===== config.mk =====
export PLATFORM = sky130hd
export DESIGN_NAME = ycc_capture_top
export DESIGN_NICKNAME = d
export VERILOG_FILES = /design/src/hw/ycc_capture_pkg.sv /design/src/hw/capture_control.sv /design/src/hw/color_quantizer.sv /design/src/hw/word_packer.sv /design/src/hw/ycc_capture_top.sv
export SDC_FILE = /design/constraint.sdc
export NUM_CORES = 1
export LEC_CHECK = 0
export BUFFER_PORTS_ARGS = -buffer_cell sky130_fd_sc_hd__buf_2
export CORE_ASPECT_RATIO = 1.2
export CORE_MARGIN = 2
export CORE_UTILIZATION = 32
export DETAILED_ROUTE_END_ITERATION = 8
export PLACE_DENSITY = 0.58
export SYNTH_ARGS = -nofsm -noshare
export SYNTH_HDL_FRONTEND = slang
export SYNTH_SLANG_ARGS = --single-unit

===== constraint.sdc =====
create_clock -name clock_pixel_in -period 12.8 [get_ports clock_pixel_in]
set_clock_uncertainty 0.05 [all_clocks]
set_input_delay 2.56 -clock clock_pixel_in [delete_from_list [all_inputs] [get_ports clock_pixel_in]]
set_output_delay 2.56 -clock clock_pixel_in [all_outputs]
set_load 0.02 [all_outputs]

===== src/hw/ycc_capture_pkg.sv =====
//**********************************************************************
// Shared constants and types for the YCbCr capture front end.
// Holds the sensor limits, the RGB to YCbCr weights and the capture
// state encoding. Modules pull these in with a wildcard import.
//**********************************************************************
package ycc_capture_pkg;

    // sensor limits
    localparam int sensor_x_size = 1280;
    localparam int sensor_y_size = 720;

    // width of the size inputs and of the column and row counters
    localparam int x_size_width = $clog2(sensor_x_size);
    localparam int y_size_width = $clog2(sensor_y_size);

    localparam int max_shift = 7;   // largest quantizer shift

    // luma weights, sum scaled by 256
    localparam int y_weight_r = 77;
    localparam int y_weight_g = 150;
    localparam int y_weight_b = 29;

    // blue difference weights
    localparam int cb_weight_r = -43;
    localparam int cb_weight_g = -85;
    localparam int cb_weight_b = 128;

    // red difference weights
    localparam int cr_weight_r = 128;
    localparam int cr_weight_g = -107;
    localparam int cr_weight_b = -21;

    localparam int chroma_offset = 128;   // added to cb and cr after scaling

    typedef enum logic [2:0] {idle, reset, wait_frame, compress, image_valid} capture_state_t;

endpackage


===== src/hw/capture_control.sv =====
//**********************************************************************
// Capture state machine. A start request arms one capture, which
// resets the datapath for a cycle, waits for the sensor frame and
// runs until the packer reports the last word. The image stays
// valid until the next accepted start request.
//**********************************************************************
`timescale 1ns/1ps

module capture_control
    import ycc_capture_pkg::*;
(
    input  logic clock_pixel_in,
    input  logic reset_pixel_n_in,
    input  logic start_capture_in,
    input  logic frame_valid_in,
    input  logic last_word,
    output logic datapath_reset_n,
    output logic capture_enable,
    output logic image_valid_out
);

    capture_state_t state;

    always_ff @(posedge clock_pixel_in) begin
        if (!reset_pixel_n_in) begin
            state <= idle;
        end else begin
            case (state)
                reset: begin
                    state <= wait_frame;   // one cycle of datapath reset
                end
                wait_frame: begin
                    if (frame_valid_in) begin
                        state <= compress;
                    end
                end
                compress: begin
                    // start requests are ignored here
                    if (last_word) begin
                        state <= image_valid;
                    end
                end
                default: begin   // idle and image_valid
                    // only arm between frames
                    if (start_capture_in && !frame_valid_in) begin
                        state <= reset;
                    end
                end
            endcase
        end
    end

    assign datapath_reset_n = (state != reset);
    assign capture_enable   = (state == wait_frame) || (state == compress);
    assign image_valid_out  = (state == image_valid);

endmodule


===== src/hw/color_quantizer.sv =====
//**********************************************************************
// Two-stage pixel pipeline. Crops the frame to the requested size,
// converts RGB to YCbCr, keeps chroma on even columns of even rows
// and quantizes each byte by a right shift. Byte lanes appear two
// cycles after the pixel; frame_done follows the frame end likewise.
//**********************************************************************
`timescale 1ns/1ps

module color_quantizer
    import ycc_capture_pkg::*;
(
    input  logic                    clock_pixel_in,
    input  logic                    reset_pixel_n_in,
    input  logic                    capture_enable,
    input  logic                    frame_valid_in,
    input  logic                    line_valid_in,
    input  logic [9:0]              red_data_in,
    input  logic [9:0]              green_data_in,
    input  logic [9:0]              blue_data_in,
    input  logic [3:0]              compression_factor_in,
    input  logic [x_size_width-1:0] x_size_in,
    input  logic [y_size_width-1:0] y_size_in,
    output logic [2:0]              byte_valid,   // lanes y, cb, cr
    output logic [2:0][7:0]         byte_lanes,
    output logic                    frame_done
);

    logic [x_size_width-1:0] column;
    logic [y_size_width-1:0] row;
    logic                    frame_valid_q;
    logic                    line_valid_q;
    logic                    frame_ended;
    logic                    active;
    logic                    pixel_take;
    logic                    frame_fall;
    logic [2:0]              shift;
    logic signed [17:0]      red_s;
    logic signed [17:0]      green_s;
    logic signed [17:0]      blue_s;
    logic                    s1_valid;
    logic                    s1_chroma;
    logic                    s1_frame_fall;
    logic signed [17:0]      s1_sum_y;
    logic signed [17:0]      s1_sum_cb;
    logic signed [17:0]      s1_sum_cr;

    // scale by 256 and clip to one byte
    function automatic logic [7:0] saturate(input logic signed [17:0] sum);
        logic signed [17:0] scaled;
        scaled = sum >>> 8;
        if (scaled < 0) begin
            return 8'd0;
        end else if (scaled > 255) begin
            return 8'd255;
        end else begin
            return scaled[7:0];
        end
    endfunction

    assign active     = capture_enable && !frame_ended;   // one frame per capture
    assign frame_fall = active && frame_valid_q && !frame_valid_in;
    assign pixel_take = active && frame_valid_in && line_valid_in
                        && (column < x_size_in) && (row < y_size_in);
    assign shift = (compression_factor_in > 4'(max_shift)) ? 3'(max_shift)
                                                           : compression_factor_in[2:0];

    // upper 8 bits of each color
    assign red_s   = 18'(red_data_in[9:2]);
    assign green_s = 18'(green_data_in[9:2]);
    assign blue_s  = 18'(blue_data_in[9:2]);

    always_ff @(posedge clock_pixel_in) begin
        if (!reset_pixel_n_in) begin
            column        <= '0;
            row           <= '0;
            frame_valid_q <= 1'b0;
            line_valid_q  <= 1'b0;
            frame_ended   <= 1'b0;
        end else begin
            frame_valid_q <= frame_valid_in;
            line_valid_q  <= line_valid_in;
            if (frame_fall) begin
                frame_ended <= 1'b1;
            end
            column <= line_valid_in ? column + 1'b1 : '0;
            if (!frame_valid_in) begin
                row <= '0;
            end else if (active && line_valid_q && !line_valid_in) begin
                row <= row + 1'b1;   // end of line
            end
        end
    end

    // stage one, weighted sums
    always_ff @(posedge clock_pixel_in) begin
        if (!reset_pixel_n_in) begin
            s1_valid      <= 1'b0;
            s1_frame_fall <= 1'b0;
        end else begin
            s1_valid      <= pixel_take;
            s1_frame_fall <= frame_fall;
        end
    end

    always_ff @(posedge clock_pixel_in) begin
        s1_chroma <= !column[0] && !row[0];
        s1_sum_y  <= 18'(y_weight_r * red_s + y_weight_g * green_s + y_weight_b * blue_s);
        s1_sum_cb <= 18'(cb_weight_r * red_s + cb_weight_g * green_s
                         + cb_weight_b * blue_s + chroma_offset * 256);
        s1_sum_cr <= 18'(cr_weight_r * red_s + cr_weight_g * green_s
                         + cr_weight_b * blue_s + chroma_offset * 256);
    end

    // stage two, clip, quantize and mark lanes
    always_ff @(posedge clock_pixel_in) begin
        if (!reset_pixel_n_in) begin
            byte_valid <= '0;
            frame_done <= 1'b0;
        end else begin
            byte_valid <= {s1_valid && s1_chroma, s1_valid && s1_chroma, s1_valid};
            frame_done <= s1_frame_fall;
        end
    end

    always_ff @(posedge clock_pixel_in) begin
        byte_lanes[0] <= saturate(s1_sum_y) >> shift;
        byte_lanes[1] <= saturate(s1_sum_cb) >> shift;
        byte_lanes[2] <= saturate(s1_sum_cr) >> shift;
    end

endmodule


===== src/hw/word_packer.sv =====
//**********************************************************************
// Packs the byte lanes into 32-bit words, first byte in bits 7:0.
// A word leaves the cycle after four bytes are held. At frame end
// the remainder goes out zero padded as the last word, and the
// address then settles on the total byte count.
//**********************************************************************
`timescale 1ns/1ps

module word_packer (
    input  logic            clock_pixel_in,
    input  logic            reset_pixel_n_in,
    input  logic [2:0]      byte_valid,
    input  logic [2:0][7:0] byte_lanes,
    input  logic            frame_done,
    output logic [31:0]     data_out,
    output logic [15:0]     address_out,
    output logic            data_valid_out,
    output logic            last_word
);

    logic [5:0][7:0] acc;
    logic [5:0][7:0] acc_next;
    logic [2:0]      count;        // bytes held in acc
    logic [2:0]      count_next;
    logic [2:0]      base;
    logic [2:0][7:0] new_bytes;
    logic [1:0]      new_count;
    logic            emit;
    logic            flush;
    logic            flush_pending;
    logic [3:0][7:0] tail_word;
    logic [15:0]     word_addr;    // address of the next word

    // compact valid lanes in order y, cb, cr
    always_comb begin
        new_count = '0;
        new_bytes = '0;
        for (int i = 0; i < 3; i++) begin
            if (byte_valid[i]) begin
                new_bytes[new_count] = byte_lanes[i];
                new_count = new_count + 1'b1;
            end
        end
    end

    always_comb begin
        emit     = (count >= 3'd4);
        flush    = (frame_done || flush_pending) && !emit;   // full words go first
        base     = emit ? count - 3'd4 : count;
        acc_next = emit ? (acc >> 32) : acc;
        for (int k = 0; k < 3; k++) begin
            if (k < new_count) begin
                acc_next[base + 3'(k)] = new_bytes[k];
            end
        end
        count_next = flush ? 3'd0 : base + 3'(new_count);
    end

    // bytes past the count are padding
    always_comb begin
        for (int i = 0; i < 4; i++) begin
            tail_word[i] = (3'(i) < count) ? acc[i] : 8'h00;
        end
    end

    always_ff @(posedge clock_pixel_in) begin
        if (!reset_pixel_n_in) begin
            count          <= '0;
            flush_pending  <= 1'b0;
            data_valid_out <= 1'b0;
            last_word      <= 1'b0;
            word_addr      <= '0;
            address_out    <= '0;
        end else begin
            count          <= count_next;
            data_valid_out <= emit || flush;
            last_word      <= flush;
            if (flush) begin
                flush_pending <= 1'b0;
            end else if (frame_done) begin
                flush_pending <= 1'b1;
            end
            if (emit) begin
                address_out <= word_addr;
                word_addr   <= word_addr + 16'd4;
            end else if (flush) begin
                address_out <= word_addr;
                word_addr   <= word_addr + 16'(count);   // exact total, no padding
            end else if (last_word) begin
                address_out <= word_addr;   // hold total byte count
            end
        end
    end

    always_ff @(posedge clock_pixel_in) begin
        acc <= acc_next;
        if (emit) begin
            data_out <= acc[3:0];
        end else if (flush) begin
            data_out <= tail_word;
        end
    end

endmodule


===== src/hw/ycc_capture_top.sv =====
//**********************************************************************
// Top level of the capture front end. Connects the sensor pixel
// port to the quantizer and packer under control of the capture
// state machine. Everything runs on the pixel clock and the output
// has no back-pressure.
//**********************************************************************
`timescale 1ns/1ps

module ycc_capture_top
    import ycc_capture_pkg::*;
(
    input  logic                    clock_pixel_in,
    input  logic                    reset_pixel_n_in,
    input  logic                    start_capture_in,
    input  logic [9:0]              red_data_in,
    input  logic [9:0]              green_data_in,
    input  logic [9:0]              blue_data_in,
    input  logic                    frame_valid_in,
    input  logic                    line_valid_in,
    input  logic [3:0]              compression_factor_in,
    input  logic [x_size_width-1:0] x_size_in,
    input  logic [y_size_width-1:0] y_size_in,
    output logic [31:0]             data_out,      // four bytes, first in 7:0
    output logic [15:0]             address_out,   // byte address of the word
    output logic                    data_valid_out,
    output logic                    image_valid_out
);

    logic            datapath_reset_n;
    logic            block_reset_n;    // clears quantizer and packer
    logic            capture_enable;
    logic [2:0]      byte_valid;
    logic [2:0][7:0] byte_lanes;
    logic            frame_done;
    logic            last_word;

    assign block_reset_n = reset_pixel_n_in && datapath_reset_n;

    capture_control u_capture_control (
        .clock_pixel_in   (clock_pixel_in),
        .reset_pixel_n_in (reset_pixel_n_in),
        .start_capture_in (start_capture_in),
        .frame_valid_in   (frame_valid_in),
        .last_word        (last_word),
        .datapath_reset_n (datapath_reset_n),
        .capture_enable   (capture_enable),
        .image_valid_out  (image_valid_out)
    );

    color_quantizer u_color_quantizer (
        .clock_pixel_in        (clock_pixel_in),
        .reset_pixel_n_in      (block_reset_n),
        .capture_enable        (capture_enable),
        .frame_valid_in        (frame_valid_in),
        .line_valid_in         (line_valid_in),
        .red_data_in           (red_data_in),
        .green_data_in         (green_data_in),
        .blue_data_in          (blue_data_in),
        .compression_factor_in (compression_factor_in),
        .x_size_in             (x_size_in),
        .y_size_in             (y_size_in),
        .byte_valid            (byte_valid),
        .byte_lanes            (byte_lanes),
        .frame_done            (frame_done)
    );

    word_packer u_word_packer (
        .clock_pixel_in   (clock_pixel_in),
        .reset_pixel_n_in (block_reset_n),
        .byte_valid       (byte_valid),
        .byte_lanes       (byte_lanes),
        .frame_done       (frame_done),
        .data_out         (data_out),
        .address_out      (address_out),
        .data_valid_out   (data_valid_out),
        .last_word        (last_word)
    );

endmodule


==> impl_metrics.csv, run 1 <==
group,metric,value,unit
detailed_routing,wl,42800,um
clock_tree,h-tree-depth,1,
timing,final_hold_viol_count,0,
synthesis,syn_avg_cell_area,8.96,sq um
setup_path,r2r-start,"u_color_quantizer.byte_valid[1]",
setup_path,setup.worst_path.end_class,"register",
setup_path,rr_endpoint,"u_word_packer.acc[38]",
final_layout,nets,2644,
setup_path,startpoint_type,"input port",
detailed_routing,wl_per_cell,14.8,um
timing,period_minus_slack,7.89,ns
clock_tree,clk_latency,0.49,ns
synthesis,ys_types,78,
setup_path,path_cells,"buf_2, inv_1, ha_1, inv_1, ha_1, fa_1, fa_1, inv_1, fa_1, inv_1, a21oi_1, o21ai_0, a21o_1, a21o_1, a31oi_1, o211ai_1, fa_1, inv_1, ha_1, a21oi_1, o31ai_4, o31ai_1, xor2_1",
global_routing,grt_pass1_wl,69900,um
outcome,outcome,"finished, final reports clean",
floorplan,initial_core_util,0.323,
clock_tree,clockRootBuffer,"clkbuf_16",
placed_design,globalplace.congestion,0.866,
clock_tree,cts_setup_buffers,0,
worst_hold_path,hp-class,"register to register",
global_routing,grt_max_degree,41,
timing,fin_crit_sh,0.617,
final_layout,ff_latch_area,4400,sq um
timing,worst_slew_pin_slew,1.04,ns
floorplan,die_area,59700,sq um
floorplan,core.rowCount,96,
setup_path,r2r_cells,8,
timing,fmax,127,MHz
clock_tree,ctsResizeCount,0,
synthesis,synthArstFlopShare,0,
power,max-vdd-ir-drop,0.152,mV
clock_tree,cts_buffer_depth,3,
synthesis,seq_area_frac_synth,0.238,
final_layout,final_cell_mix,"ha_1 (347), inv_1 (288), dfxtp_1 (172), nand2_1 (138), nor2_1 (127)",
setup_path,slowest_stage,"fa_1",
synthesis,syn_inst,2061,
detailed_routing,firstDrtPassIters,7,
setup_path,worstPathArrival,8.27,ns
power,p_per_area,204,nW/um^2
global_routing,antenna_found_initial,8,
synthesis,synth_fa_ha_area_frac,0.342,
worst_hold_path,min_to,"u_color_quantizer.frame_done",
final_layout,area_growth,10.5,%
synthesis,synth_xor_area_frac,0.0488,
setup_path,crit_required,13.17,ns
worst_hold_path,whs_path_depth,1,
timing,relSlewSlack,0.303,
setup_path,slowest_delay,0.56,ns
synthesis,synth_ff_type,"dfxtp_1",
synthesis,synth_compound_area_frac,0.149,
synthesis,synthesis.area,18500,sq um
final_layout,fillers,5852,
synthesis,muxShareOfSynthArea,0.0130,
timing,setup_viol,0,
synthesis,synth_edf_count,32,
detailed_routing,drc,0,
clock_tree,clk_pin_slew_worst_paths,0.06,ns
synthesis,synth-simple-area-share,0.138,
setup_path,worst-setup-path-type,"input port to register",
floorplan,die_w,223,um
clock_tree,cts_hold_buf,0,
placed_design,dpl.hpwl,35200,um
setup_path,critPathMaxFanout,6,
power,leakage,0.00967,uW
setup_path,worst-r2r-setup-slack,9.60,ns
final_layout,final_common_cell,"ha_1",
clock_tree,clock-sinks,204,
worst_hold_path,min_from,"u_color_quantizer.s1_frame_fall",
setup_path,crit_path_frequent_cell,"inv_1",
timing,slew_violations,0,
final_layout,drive_above_1_share,0.0823,
floorplan,dieHeight,267,um
detailed_routing,vias_per_cell,4.90,
detailed_routing,drt-initial-drc-count,573,
detailed_routing,num_vias,14200,
power,p_total,4160,uW
run,maxCapViolCount,0,
global_routing,grt_pass1_vias,14000,
timing,rsz0062_at_grt,"false",
clock_tree,cts_buffers,21,
detailed_routing,ant_nets,0,
clock_tree,cts_tree,"yes",
global_routing,grt_use_total,0.142,
final_layout,multi_input_area,12800,sq um
synthesis,syn_nets,2567,
synthesis,ys_warn_count,0,
synthesis,synth_top_family_by_area,"adder cells",
timing,tns,0,ns
global_routing,gr-total-overflow,0,
placed_design,port_buffers,103,
synthesis,synth-seq-cells,204,
floorplan,io_pins,110,
floorplan,design.core.area,57200,sq um
-- cells by family after synthesis --
| family | Yosys count |
|---|---|
| compound gates | 419 |
| mux | 23 |
| buf+inv | 344 |
| flops | 204 |
| fa+ha+maj | 446 |
| simple gates | 522 |
| xor+xnor | 103 |
-- worst max path at each step --
stage	start	end	slack, ns	cells after the start
3_3_place_gp	blue_data_in[4]	u_color_quantizer.s1_sum_cr[17]	4.39	23
2_1_floorplan	blue_data_in[4]	u_color_quantizer.s1_sum_cr[17]	5.25	22
4_1_cts	blue_data_in[4]	u_color_quantizer.s1_sum_cr[17]	4.87	23
5_1_grt	blue_data_in[4]	u_color_quantizer.s1_sum_cr[17]	4.55	23
6_report	blue_data_in[4]	u_color_quantizer.s1_sum_cr[17]	4.91	23
3_5_place_dp	blue_data_in[4]	u_color_quantizer.s1_sum_cr[17]	4.38	23
-- report_power, final --
group | total (uW) | internal [uW] | switching (uW)
Sequential | 818 | 768 | 50.1
Clock | 599 | 355 | 245
Combinational | 2740 | 1170 | 1570
Total | 4160 | 2300 | 1860
-- layout make-up --
| cell class | count | share of cell area |
|---|---|---|
| inverter | 289 | 0.0531 |
| antenna | 5 | 0.000613 |
| tap | 735 | 0.0450 |
| multi-input combinational | 1513 | 0.625 |
| clock inverter | 7 | 0.00466 |
| timing repair buffer | 109 | 0.0275 |
| clock buffer | 28 | 0.0280 |
| sequential | 204 | 0.216 |
-- synthesized netlist by cell type, types with 4 or more instances --
library cell	count	area [sq um]
a211oi_1	37	278
a21boi_0	5	37.5
a21o_1	26	195
a21oi_1	110	551
a21oi_2	5	43.8
a22o_1	15	131
a22oi_1	10	75.1
a2bb2oi_1	4	35.0
a31oi_1	5	31.3
and2_1	17	106
and3_1	14	87.6
buf_2	11	55.1
clkbuf_1	41	154
dfxtp_1	172	3440
edfxtp_1	32	961
fa_1	99	1980
ha_1	347	4340
inv_1	288	1080
mux2_2	8	90.1
mux2i_1	15	150
nand2_1	138	518
nand2b_1	18	113
nand3_1	51	255
nand3b_1	5	37.5
nand4_1	17	106
nor2_1	128	480
nor2b_1	66	413
nor3_1	29	145
nor4_1	4	25.0
o211ai_1	19	143
o21a_1	14	105
o21ai_0	112	561
o21ai_1	5	25.0
o21bai_1	4	30.0
o311ai_0	4	35.0
o31ai_1	6	45.0
or2_2	6	37.5
or3_1	13	81.3
xnor2_1	60	526
xor2_1	43	377
-- critical path, delay by kind of cell --
family | cells | cell delay (ns)
adders and majority gates | 7 | 2.98
xor gates and xnor gates | 1 | 0.16
buffers and inverters | 6 | 0.61
AOI/OAI and AO/OA | 9 | 1.93
-- registers in the layout (all words and copies together) (netlist names), 9 cells and up --
name                          flops
u_color_quantizer.byte_lanes     24
u_color_quantizer.column         11
u_color_quantizer.s1_sum_cr      10
u_word_packer.word_addr          16
u_word_packer.address_out        16
u_word_packer.data_out           32
u_color_quantizer.row            10
u_word_packer.acc                48
u_color_quantizer.s1_sum_cb      10
u_color_quantizer.s1_sum_y        9
-- metal layers --
metal,GRT usage,part of all wire,up-vias
met5,0,0.00086,-
met4,0.0568,0.038,6
met3,0.0150,0.034,100
met2,0.268,0.51,259
met1,0.164,0.42,6597
li1,-,-,7208
-- per-stage QoR --
stage	setup slack [ns]	utilization	std cells	instance area (sq um)	hold slack, ns
finish	4.91	0.357	2890	20400	0.379
CTS	4.87	0.357	2885	20400	0.385
global route	4.55	0.357	2890	20400	0.406
global placement	4.39	0.345	2850	19700	0.367
floorplan	5.25	-	2061	18500	0.356
detailed placement	4.38	0.345	2850	19700	0.368
No activity file was read; power rests on OpenSTA's default activity.
==> run 2: changes to the inputs <==
==> constraint.sdc (replaced) <==
create_clock -name clock_pixel_in -period 7.9 [get_ports clock_pixel_in]
set_clock_uncertainty 0.05 [all_clocks]
set_input_delay 1.58 -clock clock_pixel_in [delete_from_list [all_inputs] [get_ports clock_pixel_in]]
set_output_delay 1.58 -clock clock_pixel_in [all_outputs]
set_load 0.02 [all_outputs]
==> run 2 against run 1 <==
- register-to-register slack lost 4.8 ns
- largest power group unchanged
- die area is the same
- first-iteration DRC count shrank 16%
- via count shrank 0.21%
- critical endpoint unchanged
- clock power grew 63%
==> impl_metrics.csv, run 2 (same netlist as run 1, synthesis figures left out) <==
group,metric,value,unit
power,switchingPower,2960,uW
timing,relSlewSlack,0.297,
setup_path,worstPathArrival,7.22,ns
timing,period_minus_slack,6.86,ns
placed_design,placed_cells,2852,
final_layout,reg_top3,"u_word_packer.acc (48), u_word_packer.data_out (32), u_color_quantizer.byte_lanes (24)",
power,pwr-share-seq,0.197,
final_layout,top_register,"u_word_packer.acc",
setup_path,startpoint_type,"input port",
final_layout,area_growth,10.7,%
detailed_routing,drc,0,
detailed_routing,num_vias,14100,
clock_tree,clock-sinks,204,
timing,setup_viol,0,
final_layout,nets,2645,
clock_tree,cts_hold_buf,0,
timing,fin_crit_sh,0.868,
worst_hold_path,min_to,"u_color_quantizer.frame_done",
detailed_routing,ant_nets,0,
worst_hold_path,min_from,"u_color_quantizer.s1_frame_fall",
detailed_routing,drt-initial-drc-count,479,
placed_design,globalplace.congestion,0.854,
global_routing,grt_max_degree,42,
setup_path,setup.worst_path.end_class,"register",
floorplan,die_area,59700,sq um
floorplan,dieHeight,267,um
floorplan,initial_core_util,0.323,
setup_path,rr_endpoint,"u_word_packer.acc[36]",
setup_path,r2r-start,"u_color_quantizer.byte_valid[1]",
placed_design,dpl.hpwl,35300,um
timing,worst_slew_pin_slew,1.05,ns
power,p_per_area,328,nW/um^2
clock_tree,cts_buffers,20,
power,p_int,3740,uW
outcome,outcome,"finished, final reports clean",
power,pwr-share-comb,0.657,
detailed_routing,firstDrtPassIters,5,
timing,fmax,146,MHz
detailed_routing,wl,42500,um
clock_tree,cts_buffer_depth,3,
final_layout,final_common_cell,"ha_1",
setup_path,worst-setup-path-type,"input port to register",
floorplan,core.rowCount,96,
clock_tree,clk_latency,0.49,ns
clock_tree,ctsResizeCount,0,
timing,hold_ws,0.369,ns
timing,final_hold_viol_count,0,
power,power_frac_clock,0.146,
setup_path,worst-r2r-setup-slack,4.83,ns
final_layout,largest_register_ffs,48,
clock_tree,cts_tree,"yes",
power,max-vdd-ir-drop,0.285,mV
global_routing,gr-total-overflow,0,
global_routing,grt_use_total,0.141,
global_routing,antenna_found_initial,6,
run,maxCapViolCount,0,
timing,slew_violations,0,
worst_hold_path,hp-class,"register to register",
setup_path,critPathMaxFanout,6,
detailed_routing,wl_per_cell,14.7,um
floorplan,io_pins,110,
clock_tree,clk_pin_slew_worst_paths,0.06,ns
detailed_routing,vias_per_cell,4.89,
floorplan,design.core.area,57200,sq um
placed_design,port_buffers,103,
global_routing,grt_pass1_vias,13900,
global_routing,grt_pass1_wl,68900,um
final_layout,layoutNonFillerInstCount,2890,
final_layout,final_cell_mix,"ha_1 (347), inv_1 (288), dfxtp_1 (172), nand2_1 (138), nor2_1 (127)",
setup_path,crit_required,8.27,ns
timing,tns,0,ns
clock_tree,h-tree-depth,1,
clock_tree,cts_setup_buffers,0,
final_layout,drive_above_1_share,0.0836,
worst_hold_path,whs_path_depth,1,
floorplan,die_w,223,um
placed_design,preCtsSetupSlack,0.523,ns
clock_tree,clockRootBuffer,"clkbuf_16",
power,leakage,0.00969,uW
timing,rsz0062_at_grt,"false",
setup_path,r2r_cells,8,
power,swShare,0.442,
timing,setup_slack,1.04,ns
## run 2: changes by cell type in the layout (fill, tap and decap cells not counted), moves of 2 or more
cell      delta
diode_2      -2
clkinv_2     +2
clkbuf_8     +3
buf_4        +2
inv_4        -3
## run 2: layer usage
metal  routed length (um)  track usage
met5                   28            0
met4                 1740       0.0557
met3                 1240       0.0143
met2                21600        0.271
met1                17900        0.159
## run 2: worst max-delay path by stage
| stage | startpoint | endpoint |
|---|---|---|
| finish | blue_data_in[4] | u_color_quantizer.s1_sum_cr[17] |
| global route | blue_data_in[4] | u_color_quantizer.s1_sum_cr[17] |
| CTS | blue_data_in[4] | u_color_quantizer.s1_sum_cr[17] |
| detailed placement | blue_data_in[4] | u_color_quantizer.s1_sum_cr[17] |
| global placement | blue_data_in[4] | u_color_quantizer.s1_sum_cr[17] |
| floorplan | blue_data_in[4] | u_color_quantizer.s1_sum_cr[17] |
## run 2: stage by stage
step	total power (uW)	utilization	area, sq um
finish	6700	0.358	20400
global route	7400	0.358	20400
CTS	6760	0.357	20400
detailed placement	5740	0.345	19800
global placement	5630	0.345	19800
floorplan	4740	-	18500
## run 2: final cells by class
type | count | area, sq um
inverter | 289 | 1080
clock buffer | 30 | 609
timing repair buffer | 111 | 576
tap | 735 | 920
clock inverter | 5 | 77.6
antenna | 3 | 7.51
sequential | 204 | 4400
fill | 5816 | 36700
multi-input combinational | 1513 | 12800
## run 2: power by group through the flow
stage / Combinational (uW) / Sequential, uW / Clock (uW)
after global placement: 4290 / 1340 / 0
after CTS: 4440 / 1320 / 1010
after floorplan: 3430 / 1300 / 0
final: 4400 / 1320 / 978
after detailed placement: 4400 / 1340 / 0
after global routing: 5020 / 1340 / 1050
## run 2: worst max-delay path: stages
cell,delay [ns]
buf_2,0.17
inv_1,0.18
ha_1,0.37
inv_1,0.05
ha_1,0.30
fa_1,0.51
fa_1,0.56
inv_1,0.07
fa_1,0.46
inv_1,0.08
a21oi_1,0.06
o21ai_0,0.25
a21o_1,0.17
a21o_1,0.16
a31oi_1,0.14
xnor2_1,0.41
fa_1,0.50
ha_1,0.34
o21a_1,0.12
nor2_1,0.21
o31ai_4,0.12
o31ai_1,0.26
xor2_1,0.16
